<file path="src/lcd_settings.svh">
`ifndef LCD_SETTINGS_SVH
`define LCD_SETTINGS_SVH

// read timing in pclk cycles
// each phase lasts one cycle longer than the value given here

// id register read, short timing
`define LCD_RD_ID_L 3       // rd low (setup)
`define LCD_RD_ID_H 5       // rd high (hold)

// frame memory read, long timing
`define LCD_RD_FM_L 8       // rd low (setup)
`define LCD_RD_FM_H 13      // rd high (hold)

// read cycles per command
`define LCD_SINGLE_READS 1
`define LCD_COLOR_READS 2   // one pixel takes two bus reads

// counter widths inside the bus engine
// delay width must hold the largest of the four timing values
`define LCD_DELAY_W 4
`define LCD_READ_W 2

`endif

</file>
<file path="src/lcd_pkg.sv">
package lcd_pkg;

    // host command opcodes
    // codes 5..7 are not assigned and get rejected by the decoder
    typedef enum logic [2:0] {
        CMD_WR_INST  = 3'd0,   // one write, rs low
        CMD_WR_DATA  = 3'd1,   // one write, rs high
        CMD_RD_ID    = 3'd2,   // address write + short read
        CMD_RD_FM    = 3'd3,   // address write + long read
        CMD_RD_COLOR = 3'd4    // address write + two long reads
    } lcd_cmd_e;

    // bus engine states
    typedef enum logic [2:0] {
        ST_IDLE        = 3'd0,
        ST_SETUP_WRITE = 3'd1,  // wr low, data driven
        ST_WRITING     = 3'd2,  // wr high, data held
        ST_SETUP_READ  = 3'd3,  // rd low
        ST_READING     = 3'd4   // rd high, sample taken on entry
    } lcd_state_e;

endpackage

</file>
<file path="src/lcd_req_if.sv">
`timescale 1ns/1ps

// one bus request from the decoder to the engine
interface lcd_req_if;

    logic        we;           // start pulse
    logic        rs;           // 0 inst, 1 data
    logic        wr_only;      // no read after the write
    logic        fm_sel;       // 0 id timing, 1 frame memory timing
    logic        color;        // two reads instead of one
    logic [15:0] wdata;

    logic        engine_busy;  // level, engine not idle
    logic        write_ok;     // pulse when the write starts

    modport decoder (
        output we, rs, wr_only, fm_sel, color, wdata,
        input  engine_busy, write_ok
    );

    modport engine (
        input  we, rs, wr_only, fm_sel, color, wdata,
        output engine_busy, write_ok
    );

endinterface

</file>
<file path="src/lcd_cmd_decode.sv">
`timescale 1ns/1ps

module lcd_cmd_decode
    import lcd_pkg::*;
(
    input  logic        pclk,
    input  logic        rst_n,
    input  logic        cmd_valid_i,
    input  lcd_cmd_e    cmd_op_i,
    input  logic [15:0] cmd_data_i,
    output logic        busy_o,
    output logic        cmd_err_o,
    lcd_req_if.decoder  req
);

    logic legal;
    logic accept;
    logic pending;       // request issued, engine not yet busy
    logic dec_rs;
    logic dec_wr_only;
    logic dec_fm_sel;
    logic dec_color;

    // opcode to request fields
    always_comb begin
        legal       = 1'b1;
        dec_rs      = 1'b0;
        dec_wr_only = 1'b0;
        dec_fm_sel  = 1'b0;
        dec_color   = 1'b0;
        case (cmd_op_i)
            CMD_WR_INST: dec_wr_only = 1'b1;
            CMD_WR_DATA: begin
                dec_rs      = 1'b1;
                dec_wr_only = 1'b1;
            end
            CMD_RD_ID:   dec_fm_sel = 1'b0;   // short timing
            CMD_RD_FM:   dec_fm_sel = 1'b1;
            CMD_RD_COLOR: begin
                dec_fm_sel = 1'b1;
                dec_color  = 1'b1;
            end
            default:     legal = 1'b0;
        endcase
    end

    assign accept = cmd_valid_i && legal && !busy_o;

    always_ff @(posedge pclk) begin
        if (!rst_n) begin
            req.we    <= 1'b0;
            pending   <= 1'b0;
            busy_o    <= 1'b0;
            cmd_err_o <= 1'b0;
        end else begin
            req.we    <= accept;
            if (accept)
                pending <= 1'b1;
            else if (req.write_ok)
                pending <= 1'b0;   // engine has taken it
            busy_o    <= accept || pending || req.engine_busy;
            cmd_err_o <= cmd_valid_i && !accept;   // illegal or overlapping
        end
    end

    // fields only change on accept, so they stay put while the engine runs
    always_ff @(posedge pclk) begin
        if (accept) begin
            req.rs      <= dec_rs;
            req.wr_only <= dec_wr_only;
            req.fm_sel  <= dec_fm_sel;
            req.color   <= dec_color;
            req.wdata   <= cmd_data_i;
        end
    end

endmodule

</file>
<file path="src/lcd_bus_engine.sv">
`timescale 1ns/1ps
`include "lcd_settings.svh"

module lcd_bus_engine
    import lcd_pkg::*;
(
    input  logic        pclk,
    input  logic        rst_n,
    lcd_req_if.engine   req,
    output logic        lcd_cs_o,
    output logic        lcd_rs_o,
    output logic        lcd_wr_o,
    output logic        lcd_rd_o,
    input  logic [15:0] lcd_data_i,
    output logic [15:0] lcd_data_o,
    output logic        lcd_data_oe_o,
    output logic        lcd_bl_o,
    output logic        lcd_rst_o,
    output logic        sample_valid_o,
    output logic [15:0] sample_o,
    output logic        read_done_o
);

    lcd_state_e state;
    lcd_state_e next_state;

    logic [`LCD_DELAY_W-1:0] time_cnt;    // cycles spent in the current phase
    logic [`LCD_DELAY_W-1:0] delay_time;  // last count of the current phase
    logic [`LCD_READ_W-1:0]  read_cnt;    // reads started so far
    logic [`LCD_READ_W-1:0]  read_num;    // reads wanted
    logic                    phase_end;
    logic                    last_read;

    assign phase_end = (time_cnt == delay_time);
    assign last_read = (read_cnt == read_num);

    // backlight on right after reset, panel reset follows ours
    always_ff @(posedge pclk) begin
        if (!rst_n)
            lcd_bl_o <= 1'b0;
        else
            lcd_bl_o <= 1'b1;
    end

    assign lcd_rst_o = rst_n;

    always_ff @(posedge pclk) begin
        if (!rst_n)
            state <= ST_IDLE;
        else
            state <= next_state;
    end

    always_comb begin
        next_state = state;
        case (state)
            ST_IDLE:        if (req.we) next_state = ST_SETUP_WRITE;
            ST_SETUP_WRITE: next_state = ST_WRITING;
            ST_WRITING:     next_state = req.wr_only ? ST_IDLE : ST_SETUP_READ;
            ST_SETUP_READ:  if (phase_end) next_state = ST_READING;
            ST_READING: begin
                if (phase_end)
                    next_state = last_read ? ST_IDLE : ST_SETUP_READ;
            end
            default:        next_state = ST_IDLE;
        endcase
    end

    assign req.engine_busy = (state != ST_IDLE);
    assign req.write_ok    = (state == ST_IDLE) && req.we;

    // phase length is loaded as the phase is entered
    always_ff @(posedge pclk) begin
        if (!rst_n) begin
            delay_time <= '0;
        end else begin
            case (next_state)
                ST_SETUP_READ: delay_time <= req.fm_sel ? `LCD_DELAY_W'(`LCD_RD_FM_L)
                                                        : `LCD_DELAY_W'(`LCD_RD_ID_L);
                ST_READING:    delay_time <= req.fm_sel ? `LCD_DELAY_W'(`LCD_RD_FM_H)
                                                        : `LCD_DELAY_W'(`LCD_RD_ID_H);
                default:       delay_time <= '0;
            endcase
        end
    end

    always_ff @(posedge pclk) begin
        if (!rst_n)
            time_cnt <= '0;
        else if ((state == ST_SETUP_READ || state == ST_READING) && !phase_end)
            time_cnt <= time_cnt + 1'b1;
        else
            time_cnt <= '0;   // wraps at each phase change
    end

    // read count is fixed when the first read phase starts
    always_ff @(posedge pclk) begin
        if (!rst_n) begin
            read_num <= '0;
            read_cnt <= '0;
        end else if (state == ST_WRITING) begin
            read_num <= req.color ? `LCD_READ_W'(`LCD_COLOR_READS)
                                  : `LCD_READ_W'(`LCD_SINGLE_READS);
            read_cnt <= '0;
        end else if (state == ST_SETUP_READ && phase_end) begin
            read_cnt <= read_cnt + 1'b1;   // counted on the way into READING
        end
    end

    // panel data is sampled as rd rises
    always_ff @(posedge pclk) begin
        if (state == ST_SETUP_READ && phase_end)
            sample_o <= lcd_data_i;
    end

    assign sample_valid_o = (state == ST_READING) && phase_end;
    assign read_done_o    = sample_valid_o && last_read;

    // pins follow the state being entered
    always_ff @(posedge pclk) begin
        if (!rst_n) begin
            lcd_cs_o      <= 1'b1;
            lcd_rs_o      <= 1'b0;
            lcd_wr_o      <= 1'b1;
            lcd_rd_o      <= 1'b1;
            lcd_data_oe_o <= 1'b0;
        end else begin
            lcd_cs_o      <= (next_state == ST_IDLE);
            lcd_wr_o      <= (next_state != ST_SETUP_WRITE);
            lcd_rd_o      <= (next_state != ST_SETUP_READ);
            lcd_data_oe_o <= (next_state == ST_SETUP_WRITE) || (next_state == ST_WRITING);
            case (next_state)
                ST_SETUP_WRITE, ST_WRITING: lcd_rs_o <= req.rs;
                ST_SETUP_READ, ST_READING:  lcd_rs_o <= 1'b1;
                default:                    lcd_rs_o <= 1'b0;
            endcase
        end
    end

    // write word held through WRITING and kept afterwards
    always_ff @(posedge pclk) begin
        if (next_state == ST_SETUP_WRITE)
            lcd_data_o <= req.wdata;
    end

endmodule

</file>
<file path="src/lcd_read_collect.sv">
`timescale 1ns/1ps

module lcd_read_collect (
    input  logic        pclk,
    input  logic        rst_n,
    input  logic        sample_valid_i,
    input  logic [15:0] sample_i,
    input  logic        read_done_i,
    output logic [31:0] rd_data_o,
    output logic        rd_valid_o
);

    logic [31:0] acc;
    logic [31:0] acc_next;

    // first sample moves up as later ones arrive
    always_comb begin
        acc_next = acc;
        if (sample_valid_i)
            acc_next = {acc[15:0], sample_i};
    end

    always_ff @(posedge pclk) begin
        if (!rst_n) begin
            acc <= '0;
        end else if (read_done_i) begin
            acc <= '0;   // start clean for the next command
        end else begin
            acc <= acc_next;
        end
    end

    always_ff @(posedge pclk) begin
        if (!rst_n) begin
            rd_data_o  <= '0;
            rd_valid_o <= 1'b0;
        end else begin
            rd_valid_o <= read_done_i;
            if (read_done_i)
                rd_data_o <= acc_next;   // includes the last sample
        end
    end

endmodule

</file>
<file path="src/lcd_subsys_top.sv">
`timescale 1ns/1ps

module lcd_subsys_top
    import lcd_pkg::*;
(
    input  logic        pclk,
    input  logic        rst_n,

    // host side
    input  logic        cmd_valid_i,
    input  lcd_cmd_e    cmd_op_i,
    input  logic [15:0] cmd_data_i,
    output logic        busy_o,
    output logic        cmd_err_o,

    // panel side
    output logic        lcd_cs_o,
    output logic        lcd_rs_o,
    output logic        lcd_wr_o,
    output logic        lcd_rd_o,
    input  logic [15:0] lcd_data_i,
    output logic [15:0] lcd_data_o,
    output logic        lcd_data_oe_o,   // pad drives lcd_data_o when high
    output logic        lcd_bl_o,
    output logic        lcd_rst_o,

    // read result
    output logic [31:0] rd_data_o,
    output logic        rd_valid_o
);

    logic        sample_valid;
    logic [15:0] sample;
    logic        read_done;

    lcd_req_if req_if ();

    lcd_cmd_decode i_lcd_cmd_decode (
        .pclk        (pclk),
        .rst_n       (rst_n),
        .cmd_valid_i (cmd_valid_i),
        .cmd_op_i    (cmd_op_i),
        .cmd_data_i  (cmd_data_i),
        .busy_o      (busy_o),
        .cmd_err_o   (cmd_err_o),
        .req         (req_if.decoder)
    );

    lcd_bus_engine i_lcd_bus_engine (
        .pclk           (pclk),
        .rst_n          (rst_n),
        .req            (req_if.engine),
        .lcd_cs_o       (lcd_cs_o),
        .lcd_rs_o       (lcd_rs_o),
        .lcd_wr_o       (lcd_wr_o),
        .lcd_rd_o       (lcd_rd_o),
        .lcd_data_i     (lcd_data_i),
        .lcd_data_o     (lcd_data_o),
        .lcd_data_oe_o  (lcd_data_oe_o),
        .lcd_bl_o       (lcd_bl_o),
        .lcd_rst_o      (lcd_rst_o),
        .sample_valid_o (sample_valid),
        .sample_o       (sample),
        .read_done_o    (read_done)
    );

    lcd_read_collect i_lcd_read_collect (
        .pclk           (pclk),
        .rst_n          (rst_n),
        .sample_valid_i (sample_valid),
        .sample_i       (sample),
        .read_done_i    (read_done),
        .rd_data_o      (rd_data_o),
        .rd_valid_o     (rd_valid_o)
    );

endmodule

</file>
<file path="config.mk">
export PLATFORM = sky130hd
export DESIGN_NAME = lcd_subsys_top
export DESIGN_NICKNAME = d
export VERILOG_FILES = /design/src/lcd_pkg.sv /design/src/lcd_req_if.sv /design/src/lcd_cmd_decode.sv /design/src/lcd_bus_engine.sv /design/src/lcd_read_collect.sv /design/src/lcd_subsys_top.sv
export VERILOG_INCLUDE_DIRS = /design/src
export SDC_FILE = /design/constraint.sdc
export NUM_CORES = 1
export LEC_CHECK = 0
export BUFFER_PORTS_ARGS = -buffer_cell sky130_fd_sc_hd__buf_2
export CAP_MARGIN = 20
export CORE_UTILIZATION = 30
export CTS_BUF_LIST = sky130_fd_sc_hd__clkbuf_16
export CTS_CLUSTER_DIAMETER = 80
export DETAILED_ROUTE_END_ITERATION = 12
export GPL_TIMING_DRIVEN = 0
export SLEW_MARGIN = 10
export SYNTH_ARGS = -nofsm -noshare
export SYNTH_HDL_FRONTEND = slang
export SYNTH_SLANG_ARGS = --single-unit
</file>
<file path="constraint.sdc">
create_clock -name pclk -period 2.4 [get_ports pclk]
set_input_delay 0.48 -clock pclk [delete_from_list [all_inputs] [get_ports pclk]]
set_output_delay 0.48 -clock pclk [all_outputs]
set_load 0.05 [all_outputs]
</file>
Word level (Yosys, flattened, before mapping)
Index checks and enable logic that the tools add are counted.

Bitwise logic cells: 1. Reduce and logical (&&, ||, !) cells: 28. Eq/ne operators: 16. Add/subtract/negate cells: 2. Mux-type cells: 20.

Operators with widths (number): $mux W32 (1); $eq A3 B2 Y1 const B (6); $pmux W3 S5 (1); $reduce_or A2 Y1 (6); $eq A3 B1 Y1 const B (3); $eq A3 B3 Y1 const B (3); $logic_not A3 Y1 (3); $mux W3 (3); $logic_and A1 B1 Y1 (8); $mux W1 (8); $mux W4 (2); $pmux W4 S2 (1); $mux W2 (3); $reduce_or A5 Y1 (1); $add A4 B1 Y4 const B (1); $eq A4 B4 Y1 (1); $logic_or A1 B1 Y1 (4); $logic_not A1 Y1 (3); $ne A3 B1 Y1 const B (1); $ne A3 B2 Y1 const B (1); $reduce_bool A3 Y1 (1); $add A2 B1 Y2 const B (1); $eq A2 B2 Y1 (1); $pmux W1 S2 (1); 3 further kinds (3).

Flip-flop bits (word level): 142. Bits of input ports: 38. Output and inout bits: 58.

Longest topological paths before layout
Gate-level depths: netlist of run 1.

Depth after elaboration: 7. Depth in mapped cells: 7. Gate-level depth less buffers: 6.

Modules after synthesis
A second synthesis of run 1 with hierarchy kept.

Cell total of the unflattened synthesis: 379. Area, all modules: 4912.2 um^2.

By module, submodules not included: lcd_read_collect (times used 1, sequential area each 1301.2 um^2, area each 2245.9 um^2, cells an instance 212); lcd_bus_engine (times used 1, sequential area each 1381.3 um^2, area each 1879.3 um^2, cells an instance 129); lcd_cmd_decode (times used 1, sequential area each 680.7 um^2, area each 787.0 um^2, cells an instance 38).

Least setup slack after synthesis of run 1
Ideal clock, no wire load.

Kind: register to register. Start point: register i_lcd_bus_engine.time_cnt[0]. End point: register i_lcd_bus_engine.sample_o[0] (enable). Setup slack: 0.699 ns. Stages on the path, launching flop included: 6. Clock period less this slack: 1.701 ns. Required time: 2.032 ns. Arrival: 1.334 ns. Path buffers: 1. Path through: dfxtp_1 -> xnor2_1 -> and4_1 -> buf_6 -> nand3_1 -> inv_1.

Longest elaborated chain between the ends: 2.

Ends and longest elaborated chain: start, declared (line lcd_bus_engine.sv:27) `` logic [`LCD_DELAY_W-1:0] time_cnt; ``; start signal, assigned (line lcd_bus_engine.sv:91) `time_cnt <= time_cnt + 1'b1;`; $eq A4 B4 Y1 (line lcd_bus_engine.sv:34) `assign phase_end = (time_cnt == delay_time);`; $logic_and A1 B1 Y1 (line lcd_bus_engine.sv:112) `if (state == ST_SETUP_READ && phase_end)`; end signal, assigned (line lcd_bus_engine.sv:113) `sample_o <= lcd_data_i;`; end, declared (line lcd_bus_engine.sv:20) `output logic [15:0] sample_o,`.

No other way between the ends. A chain may end at the register's enable or synchronous reset.

Final worst setup path of run 1
Start point: register i_lcd_bus_engine.time_cnt[0]. End point: register i_lcd_bus_engine.sample_o[4] (enable).

Same word-level chain as after synthesis.

==> impl_metrics.json, run 1 <==
{
  "critPathLaunchType": "flip-flop",
  "fmax_mhz": 498,
  "r2r-end": "i_lcd_bus_engine.sample_o[4]",
  "p_seq_frac": 0.427,
  "track_usage": 0.135,
  "p_comb_frac": 0.039,
  "dr.first_iter.drc_count": 188,
  "cts_resized": 0,
  "drc": 0,
  "synthMuxAreaShare": 0,
  "io_pins": 96,
  "synth-xor-area-share": 0.0162,
  "cp_max_fo": 17,
  "core_um2": 14000,
  "required_ps": 2440,
  "netlist_area_um2": 4330,
  "numCtsBuffers": 17,
  "cts_hold_buf": 0,
  "worstRegToRegCells": 5,
  "synth_nets": 427,
  "insertion_delay_ps": 410,
  "switching_share": 0.203,
  "dp_hpwl_um": 6940,
  "crit_end": "i_lcd_bus_engine.sample_o[4]",
  "die_y_um": 122,
  "postCtsSetupBuffers": 0,
  "path_class": "reg -> reg",
  "antennaDiodeCount": 0,
  "clkTransAtPathRegs_ps": 60,
  "clockBufferDepth": 2,
  "maxSlewViolCount": 0,
  "setup_viol": 0,
  "fin_area_um2": 5700,
  "grt_max_degree": 21,
  "holdWs_ps": 241,
  "die_x_um": 122,
  "dp_slack_ps": 206,
  "clkPwrFrac": 0.533,
  "skew_ps": 4.80,
  "final_net_count": 541,
  "p_per_area_nw_per_um2": 942,
  "arrival_ps": 2050,
  "grt_setup_unrepaired": "false",
  "final_cell_mix": "108 x buf_2, 79 x nand2_1, 74 x dfxtp_1, 60 x a21oi_1, 52 x edfxtp_1",
  "grt_antenna_before_repair": 0,
  "rows": 43,
  "cts_tree": "built",
  "grt_pass1_vias": 3064,
  "overflow": 0,
  "final.setup.worst_slack_ps": 392,
  "wl_um": 9560,
  "htree_levels": 4,
  "gp_congestion": 0.800,
  "totalNegativeSetupSlack_ps": 0,
  "cts-root-buf": "clkbuf_16",
  "synth_top_family_by_area": "simple AND/OR/NAND/NOR gates",
  "p_leak_nw": 2.20,
  "maxCapViolCount": 0,
  "p_sw_w": 0.00109,
  "cts_sinks": 126,
  "area_growth_pct": 31.7,
  "synth_compound_gate_area_share": 0.0904,
  "postRouteAntennaNets": 0,
  "crit_start": "i_lcd_bus_engine.time_cnt[0]",
  "wl_per_cell_um": 13.8,
  "timing.rr.start": "i_lcd_bus_engine.time_cnt[0]",
  "num_vias": 3186,
  "drive_gt1_frac": 0.280,
  "yosysUniqueCellTypes": 36,
  "port_buffers": 95,
  "fillers": 1352,
  "min_period_ps": 2010,
  "slew_headroom": 0.452,
  "synthSimpleGateAreaFrac": 0.157,
  "layout_commonest_cell": "buf_2",
  "drtPass1Iterations": 4,
  "fin_crit_sh": 0.837,
  "status": "finished clean",
  "ys_warn_count": 0,
  "viasPerCell": 4.58,
  "syn-instance-count": 388,
  "hold_path.class": "in -> reg",
  "tightest_slew_ps": 821,
  "grt_pass1_wl_um": 15200,
  "synthAdderAreaFrac": 0.00289,
  "finalHoldViolCount": 0,
  "internal-power_w": 0.00428,
  "dieArea_um2": 14900,
  "avgSynthCellArea_um2": 11.2,
  "postPlaceCellArea_um2": 5030,
  "ys_seq_elements": 126,
  "start_util": 0.310,
  "yosysSeqAreaShare": 0.703,
  "reg2reg_slack_ps": 390,
  "end_kind": "flip-flop",
  "postLayoutCoreUtil": 0.408,
  "ir_drop_mv": 0.475
}
synthesized netlist by cell type, drive strengths merged:
master	number	area share
o22a	1	0.0020
o31ai	1	0.0017
or3	2	0.0029
nor3b	2	0.0046
nor2b	2	0.0029
ha	1	0.0029
and2	3	0.0043
o211ai	1	0.0017
o21a	1	0.0017
nand2b	1	0.0014
clkbuf	8	0.0069
o21bai	2	0.0035
nand2	79	0.068
nand4	1	0.0014
a31oi	1	0.0014
and4	1	0.0020
nor2	18	0.017
nand3b	2	0.0035
nor3	1	0.0012
buf	15	0.019
xor2	3	0.0061
dfxtp	74	0.34
o21ai	6	0.0069
a21oi	60	0.069
edfxtp	52	0.36
xnor2	5	0.010
inv	4	0.0035
o2bb2ai	1	0.0020
nand3	36	0.043
clkinv	1	0.00087
and3	3	0.0043
registers in the layout, summed over array words and instances, names as in the netlist, 2 cells and up:
name	count
i_lcd_bus_engine.time_cnt	4
i_lcd_cmd_decode.req.wdata	16
i_lcd_bus_engine.read_num	2
i_lcd_bus_engine.sample_o	16
i_lcd_bus_engine.delay_time	4
i_lcd_bus_engine.state	3
i_lcd_read_collect.acc	16
i_lcd_bus_engine.read_cnt	2
i_lcd_bus_engine.lcd_data_o	16
i_lcd_read_collect.rd_data_o	32
cell type report:
class	count	area, um^2	share of cell area
Timing Repair Buffer	95	475	0.0834
Sequential cell	126	3040	0.534
Buffer	23	114	0.0200
Clock inverter	15	245	0.0430
Clock buffer	17	425	0.0746
Multi-Input combinational cell	234	1150	0.203
Tap cell	180	225	0.0395
Inverter	5	18.8	0.00329
worst min-delay path by stage:
stage                                  startpoint                             end  slack, ps  cells past startpoint
floorplan           i_lcd_cmd_decode.req.wdata[0]  i_lcd_bus_engine.lcd_data_o[0]        400                      0
global placement    i_lcd_cmd_decode.req.wdata[8]  i_lcd_bus_engine.lcd_data_o[8]        400                      0
detailed placement  i_lcd_cmd_decode.req.wdata[9]  i_lcd_bus_engine.lcd_data_o[9]        410                      0
CTS                                 lcd_data_i[3]    i_lcd_bus_engine.sample_o[3]        230                      1
global route                        lcd_data_i[0]    i_lcd_bus_engine.sample_o[0]        230                      1
finish                              cmd_data_i[9]   i_lcd_cmd_decode.req.wdata[9]        240                      1
layer usage:
| metal | vias to the layer above | share of wire | global-route usage |
|---|---|---|---|
| met2 | 79 | 0.49 | 0.218 |
| met4 | 0 | 0.017 | 0.0617 |
| met5 | - | 0 | 0 |
| li1 | 1572 | - | - |
| met1 | 1520 | 0.44 | 0.162 |
| met3 | 15 | 0.052 | 0.0463 |
per-stage QoR:
stage / cells / total power [W]
after global routing: 695 / 0.00554
after CTS: 695 / 0.00543
after detailed placement: 663 / 0.00256
final: 695 / 0.00537
after floorplan: 388 / 0.00248
after global placement: 663 / 0.00255
logic make-up (layout without fill, tap and decap cells):
family / Yosys count / after routing
and+or+nand+nor: 151 / 151
DFF: 126 / 126
AOI/OAI and AO/OA: 74 / 74
buffers and inverters: 28 / 155
xor gates and xnor gates: 8 / 8
adders and majority gates: 1 / 1
power groups by stage:
stage | Combinational, W | Clock [W] | Sequential [W]
floorplan | 0.0000730 | 0 | 0.00240
global placement | 0.000212 | 0 | 0.00234
detailed placement | 0.000214 | 0 | 0.00234
CTS | 0.000215 | 0.00292 | 0.00230
global route | 0.000228 | 0.00301 | 0.00230
finish | 0.000212 | 0.00286 | 0.00230
worst max-delay path: stages (launching register included):
cell	delay [ps]
dfxtp_1	400
xnor2_1	160
and4_1	230
buf_6	130
nand3_1	150
inv_1	560
(Power assumes the default switching activity.)
==> inputs of run 2 (changes only) <==
- clock period: 2.4 -> 1.75 ns (I/O delays scaled with it)
==> run 2 against run 1 <==
Effect of this change: worst setup slack worse by 280 ps; combinational power increased by 40%; critical path depth up 1; clock skew increased by 3.2 ps; fmax is 22% higher; clock-buffer cell count did not move; hold slack worse by 130 ps; flip-flop and latch count stayed put; first-iteration DRC count grew 4.8%; critical endpoint is now i_lcd_bus_engine.lcd_rs_o.
==> impl_metrics.json, run 2 (same netlist as run 1, synthesis figures left out) <==
{
  "setup_viol": 0,
  "min_period_ps": 1640,
  "maxSlewViolCount": 0,
  "cp_max_fo": 8,
  "skew_ps": 7.96,
  "crit_start": "i_lcd_bus_engine.state[0]",
  "final_net_count": 548,
  "worstHoldStart": "lcd_data_i[0]",
  "status": "finished clean",
  "die_y_um": 122,
  "start_util": 0.310,
  "rows": 43,
  "grt_antenna_before_repair": 0,
  "cts-root-buf": "clkbuf_16",
  "area_growth_pct": 34.0,
  "drive_gt1_frac": 0.301,
  "path_class": "reg -> reg",
  "slew_headroom": 0.561,
  "clkTransAtPathRegs_ps": 60,
  "regMostFlops": "i_lcd_read_collect.rd_data_o",
  "layout_commonest_cell": "buf_2",
  "die_x_um": 122,
  "insertion_delay_ps": 410,
  "postLayoutCoreUtil": 0.415,
  "dieArea_um2": 14900,
  "gp_congestion": 0.800,
  "drtPass1Iterations": 4,
  "required_ps": 2070,
  "track_usage": 0.136,
  "io_pins": 96,
  "postPlaceCellArea_um2": 5030,
  "finalHoldViolCount": 0,
  "overflow": 0,
  "htree_levels": 4,
  "wl_per_cell_um": 13.7,
  "cts_tree": "built",
  "dp_hpwl_um": 6940,
  "core_um2": 14000,
  "timing.rr.start": "i_lcd_bus_engine.state[0]",
  "fin_area_um2": 5800,
  "numCtsBuffers": 17,
  "cts_sinks": 126,
  "arrival_ps": 1970,
  "worstRegToRegCells": 6,
  "hold_path.class": "in -> reg",
  "critPathLaunchType": "flip-flop",
  "viasPerCell": 4.54,
  "wl_um": 9600,
  "ir_drop_mv": 0.623,
  "final_cell_mix": "105 x buf_2, 79 x nand2_1, 73 x dfxtp_1, 60 x a21oi_1, 52 x edfxtp_1",
  "p_leak_nw": 2.23,
  "num_vias": 3185,
  "r2r-end": "i_lcd_bus_engine.lcd_rs_o",
  "power_w": 0.00737,
  "largest_reg_flops": 32,
  "port_buffers": 95,
  "grt_pass1_wl_um": 15300,
  "grt_max_degree": 21,
  "fillers": 1344,
  "clockBufferDepth": 2,
  "dr.first_iter.drc_count": 197,
  "grt_pass1_vias": 3081,
  "tightest_slew_ps": 658,
  "postRouteAntennaNets": 0,
  "reg2reg_slack_ps": 110,
  "crit_end": "i_lcd_bus_engine.lcd_rs_o",
  "fmax_mhz": 609,
  "drc": 0,
  "grt_setup_unrepaired": "true",
  "end_kind": "flip-flop",
  "antennaDiodeCount": 0,
  "p_per_area_nw_per_um2": 1270,
  "maxCapViolCount": 0,
  "fin_crit_sh": 0.939
}
==> run 2: cell count changes in the layout (fill, tap and decap cells not counted), sizes merged <==
cell / previous run / this run
buf: 110 / 114
clkinvlp: 1 / 3
inv: 5 / 3
clkbuf: 25 / 28
==> run 2: what timing repair did <==
action	CTS	global route
setup buffers	4	3
pin swaps	1	3
resized for setup	2	10
setup endpoints to repair	61	83
hold buffers	0	0
==> run 2: how the worst min path moves through the flow <==
stage / endpoint / slack, ps / depth (start not counted)
after floorplan: i_lcd_bus_engine.lcd_bl_o / 380 / 0
after global placement: i_lcd_bus_engine.lcd_data_o[8] / 400 / 0
after detailed placement: i_lcd_bus_engine.lcd_data_o[9] / 410 / 0
after CTS: i_lcd_bus_engine.sample_o[3] / 100 / 1
after global routing: i_lcd_bus_engine.sample_o[0] / 100 / 1
final: i_lcd_bus_engine.sample_o[0] / 120 / 1
==> run 2: final cells by class <==
type                       count  area (um^2)  area share
sequential                   126         3040       0.525
multi-input combinational    234         1170       0.202
timing repair buffer         102          541      0.0931
clock buffer                  17          425      0.0733
clock inverter                15          245      0.0423
tap                          180          225      0.0388
buffer                        23          123      0.0211
inverter                       5         26.3     0.00453
==> run 2: worst max-delay path, stage by stage (launching register included) <==
cell and delay, ps:
dfxtp_1 290, clkbuf_1 200, nor3b_4 300, o21ai_0 210, o22a_1 270, o31ai_1 110
o2bb2ai_1 180
==> run 2: through the flow <==
step,worst slack [ps],hold WS (ps),std cells,setup TNS (ps)
2_1_floorplan,48.6,378,388,0
3_3_place_gp,-283,401,663,-10770
3_5_place_dp,-314,405,663,-13900
4_1_cts,13.5,97.7,699,0
5_1_grt,-22.8,95.2,702,-66.8
6_report,108,116,702,0
==> run 2: power by group <==
part | switching (W) | internal [W]
sequential | 0.0000184 | 0.00313
combinational | 0.000217 | 0.0000806
clock | 0.00126 | 0.00267
total | 0.00149 | 0.00588
==> run 2: layer usage <==
metal | part of all wire | up-vias | wire, um | track usage
li1 | - | 1591 | - | -
met1 | 0.44 | 1508 | 4250 | 0.163
met2 | 0.49 | 71 | 4700 | 0.221
met3 | 0.051 | 15 | 489 | 0.0463
met4 | 0.016 | 0 | 157 | 0.0617
met5 | 0 | - | 0 | 0
==> inputs of run 3 (changes only) <==
- ABC_AREA: not set -> 1
==> run 3 against run 2 <==
Effect of this change: register-to-register slack better by 30 ps; via count rose by 12%; clock skew decreased by 1.2 ps.
==> impl_metrics.json, run 3 <==
{
  "ys_seq_elements": 142,
  "slew_headroom": 0.343,
  "insertion_delay_ps": 420,
  "cts_tree": "built",
  "grt_pass1_vias": 3360,
  "reg_top3": "i_lcd_read_collect.acc x32, i_lcd_read_collect.rd_data_o x32",
  "layout_commonest_cell": "nand2_1",
  "gp_congestion": 0.741,
  "track_usage": 0.124,
  "postRouteAntennaNets": 0,
  "htree_levels": 4,
  "tightest_slew_ps": 983,
  "grt_max_degree": 24,
  "port_buffers": 95,
  "core_um2": 16100,
  "p_per_area_nw_per_um2": 1150,
  "io_pins": 96,
  "synthTopCellsByArea": "dfxtp_1 36%, edfxtp_1 31%, nand2_1 12%",
  "overflow": 0,
  "num_vias": 3583,
  "drtPass1Iterations": 5,
  "syn-instance-count": 524,
  "drive_gt1_frac": 0.262,
  "p_leak_nw": 2.97,
  "cts-root-buf": "clkbuf_16",
  "clkTransAtPathRegs_ps": 60,
  "hold_path.class": "in -> reg",
  "dp_hpwl_um": 7100,
  "hold_path_depth": 1,
  "synth_top_area_cell": "dfxtp_1",
  "final_cell_mix": "167 x nand2_1, 100 x buf_2, 86 x dfxtp_1, 60 x inv_1, 52 x edfxtp_1",
  "yosysUniqueCellTypes": 28,
  "fmax_mhz": 620,
  "synth_edf_count": 52,
  "synth_most_common_cell": "nand2_1",
  "met1_usage": 0.146,
  "numCtsBuffers": 17,
  "worstRegToRegCells": 12,
  "setup_viol": 0,
  "wl_per_cell_um": 11.7,
  "yosysSeqAreaShare": 0.670,
  "area_growth_pct": 31.1,
  "grt_util_met3": 0.0471,
  "die_y_um": 131,
  "start_util": 0.311,
  "busiest_layer": "met2",
  "dr.first_iter.drc_count": 134,
  "status": "finished clean",
  "fin_crit_sh": 0.922,
  "cts_sinks": 142,
  "maxSlewViolCount": 0,
  "ir_drop_mv": 0.706,
  "holdWs_ps": 57.3,
  "synth_nets": 563,
  "postPlaceCellArea_um2": 5780,
  "avgSynthCellArea_um2": 9.57,
  "arrival_ps": 1980,
  "synth-main-ff-cell": "dfxtp_1",
  "grt_pass1_wl_um": 16300,
  "finalHoldViolCount": 0,
  "clockBufferDepth": 2,
  "netlist_area_um2": 5020,
  "postLayoutCoreUtil": 0.408,
  "die_x_um": 131,
  "fin_area_um2": 6580,
  "synth_async_sr_flop_share": 0,
  "end_kind": "flip-flop",
  "power_w": 0.00756,
  "skew_ps": 6.73,
  "ys_warn_count": 0,
  "antennaDiodeCount": 0,
  "wl_um": 10300,
  "path_class": "reg -> reg",
  "cp_max_fo": 10,
  "drc": 0,
  "dp_slack_ps": -614,
  "min_period_ps": 1610,
  "dieArea_um2": 17200,
  "synth_top_area_frac": 0.359,
  "maxCapViolCount": 0,
  "final.setup.worst_slack_ps": 137,
  "viasPerCell": 4.07,
  "grtUsageMet2": 0.203,
  "critPathLaunchType": "flip-flop",
  "required_ps": 2120,
  "cts_hold_buf": 0,
  "rows": 46,
  "final_net_count": 690,
  "grt_antenna_before_repair": 0,
  "synth_top_cells_by_count": "167 x nand2_1, 90 x dfxtp_1, 60 x inv_1"
}
-- run 3: cell count changes in the layout (fill, tap and decap cells not counted), moves of 17 or more --
cell,delta
a21oi_1,-54
nand2_1,+88
nand3_1,-29
nor3_1,+20
o21ai_1,+17
nor2_1,+34
inv_1,+57
-- run 3: logic make-up (layout without fill, tap and decap cells) --
logic type | count (synthesis) | count (layout) | synth area share
flip-flops | 142 | 142 | 0.670
XOR/XNOR | 2 | 2 | 0.00349
adder cells (fa/ha/maj) | 1 | 1 | 0.00249
AND/OR/NAND/NOR | 273 | 273 | 0.229
AO/OA/AOI/OAI | 25 | 25 | 0.0257
buffers and inverters | 81 | 221 | 0.0683
-- run 3: worst paths after layout --
path | slack, ps | start | to
max | 140 | i_lcd_bus_engine.time_cnt[0] | i_lcd_read_collect.rd_data_o[24]
min | 60 | rst_n | i_lcd_bus_engine.lcd_bl_o
max reg2reg | 140 | i_lcd_bus_engine.time_cnt[0] | i_lcd_read_collect.rd_data_o[24]
min reg2reg | 420 | i_lcd_cmd_decode.req.wdata[11] | i_lcd_bus_engine.lcd_data_o[11]
-- run 3: stage by stage --
step                      setup TNS (ps)  instances
final                                  0        880
after floorplan                        0        524
after global placement            -16470        835
after CTS                              0        870
after detailed placement          -18390        835
after global routing               -25.7        880
-- run 3: power breakdown --
group	internal [W]	leakage [nW]	switching, W
sequential	0.00349	1.21	0.0000181
clock	0.00238	0.296	0.00138
combinational	0.0000865	1.47	0.000209
total	0.00595	2.97	0.00161
-- run 3: area by class of cell --
cell class              count  area [um^2]
fillers                  1614         9540
flip-flops and latches    142         3370
multi-input cells         301         1360
repair buffers            108          571
clock buffers              17          425
well taps                 216          270
inverters                  64          246
clock inverters            15          194
plain buffers              17          141
-- run 3: routing by layer --
layer / routed length [um] / vias up
met1: 4810 / 1597
li1: - / 1893
met4: 127 / 0
met5: 0 / -
met3: 552 / 12
met2: 4820 / 81
-- run 3: critical path, stage by stage, from the launching register on --
cell and delay (ps):
dfxtp_4 360, inv_1 40, nand2_1 50, nand2_1 80, nor2_4 150, nand2_4 100
inv_4 80, nand4_4 100, nor2_4 180, buf_4 160, buf_6 130, nand2_1 60
nand2_1 70
-- run 3: repair_timing --
| action | in CTS | in global routing |
|---|---|---|
| cloned | 0 | 1 |
| hold endpoints to repair | 0 | 0 |
| setup endpoints to repair | 43 | 81 |
| setup buffers | 3 | 9 |
| gates resized for setup | 12 | 23 |
| pin swaps | 1 | 2 |
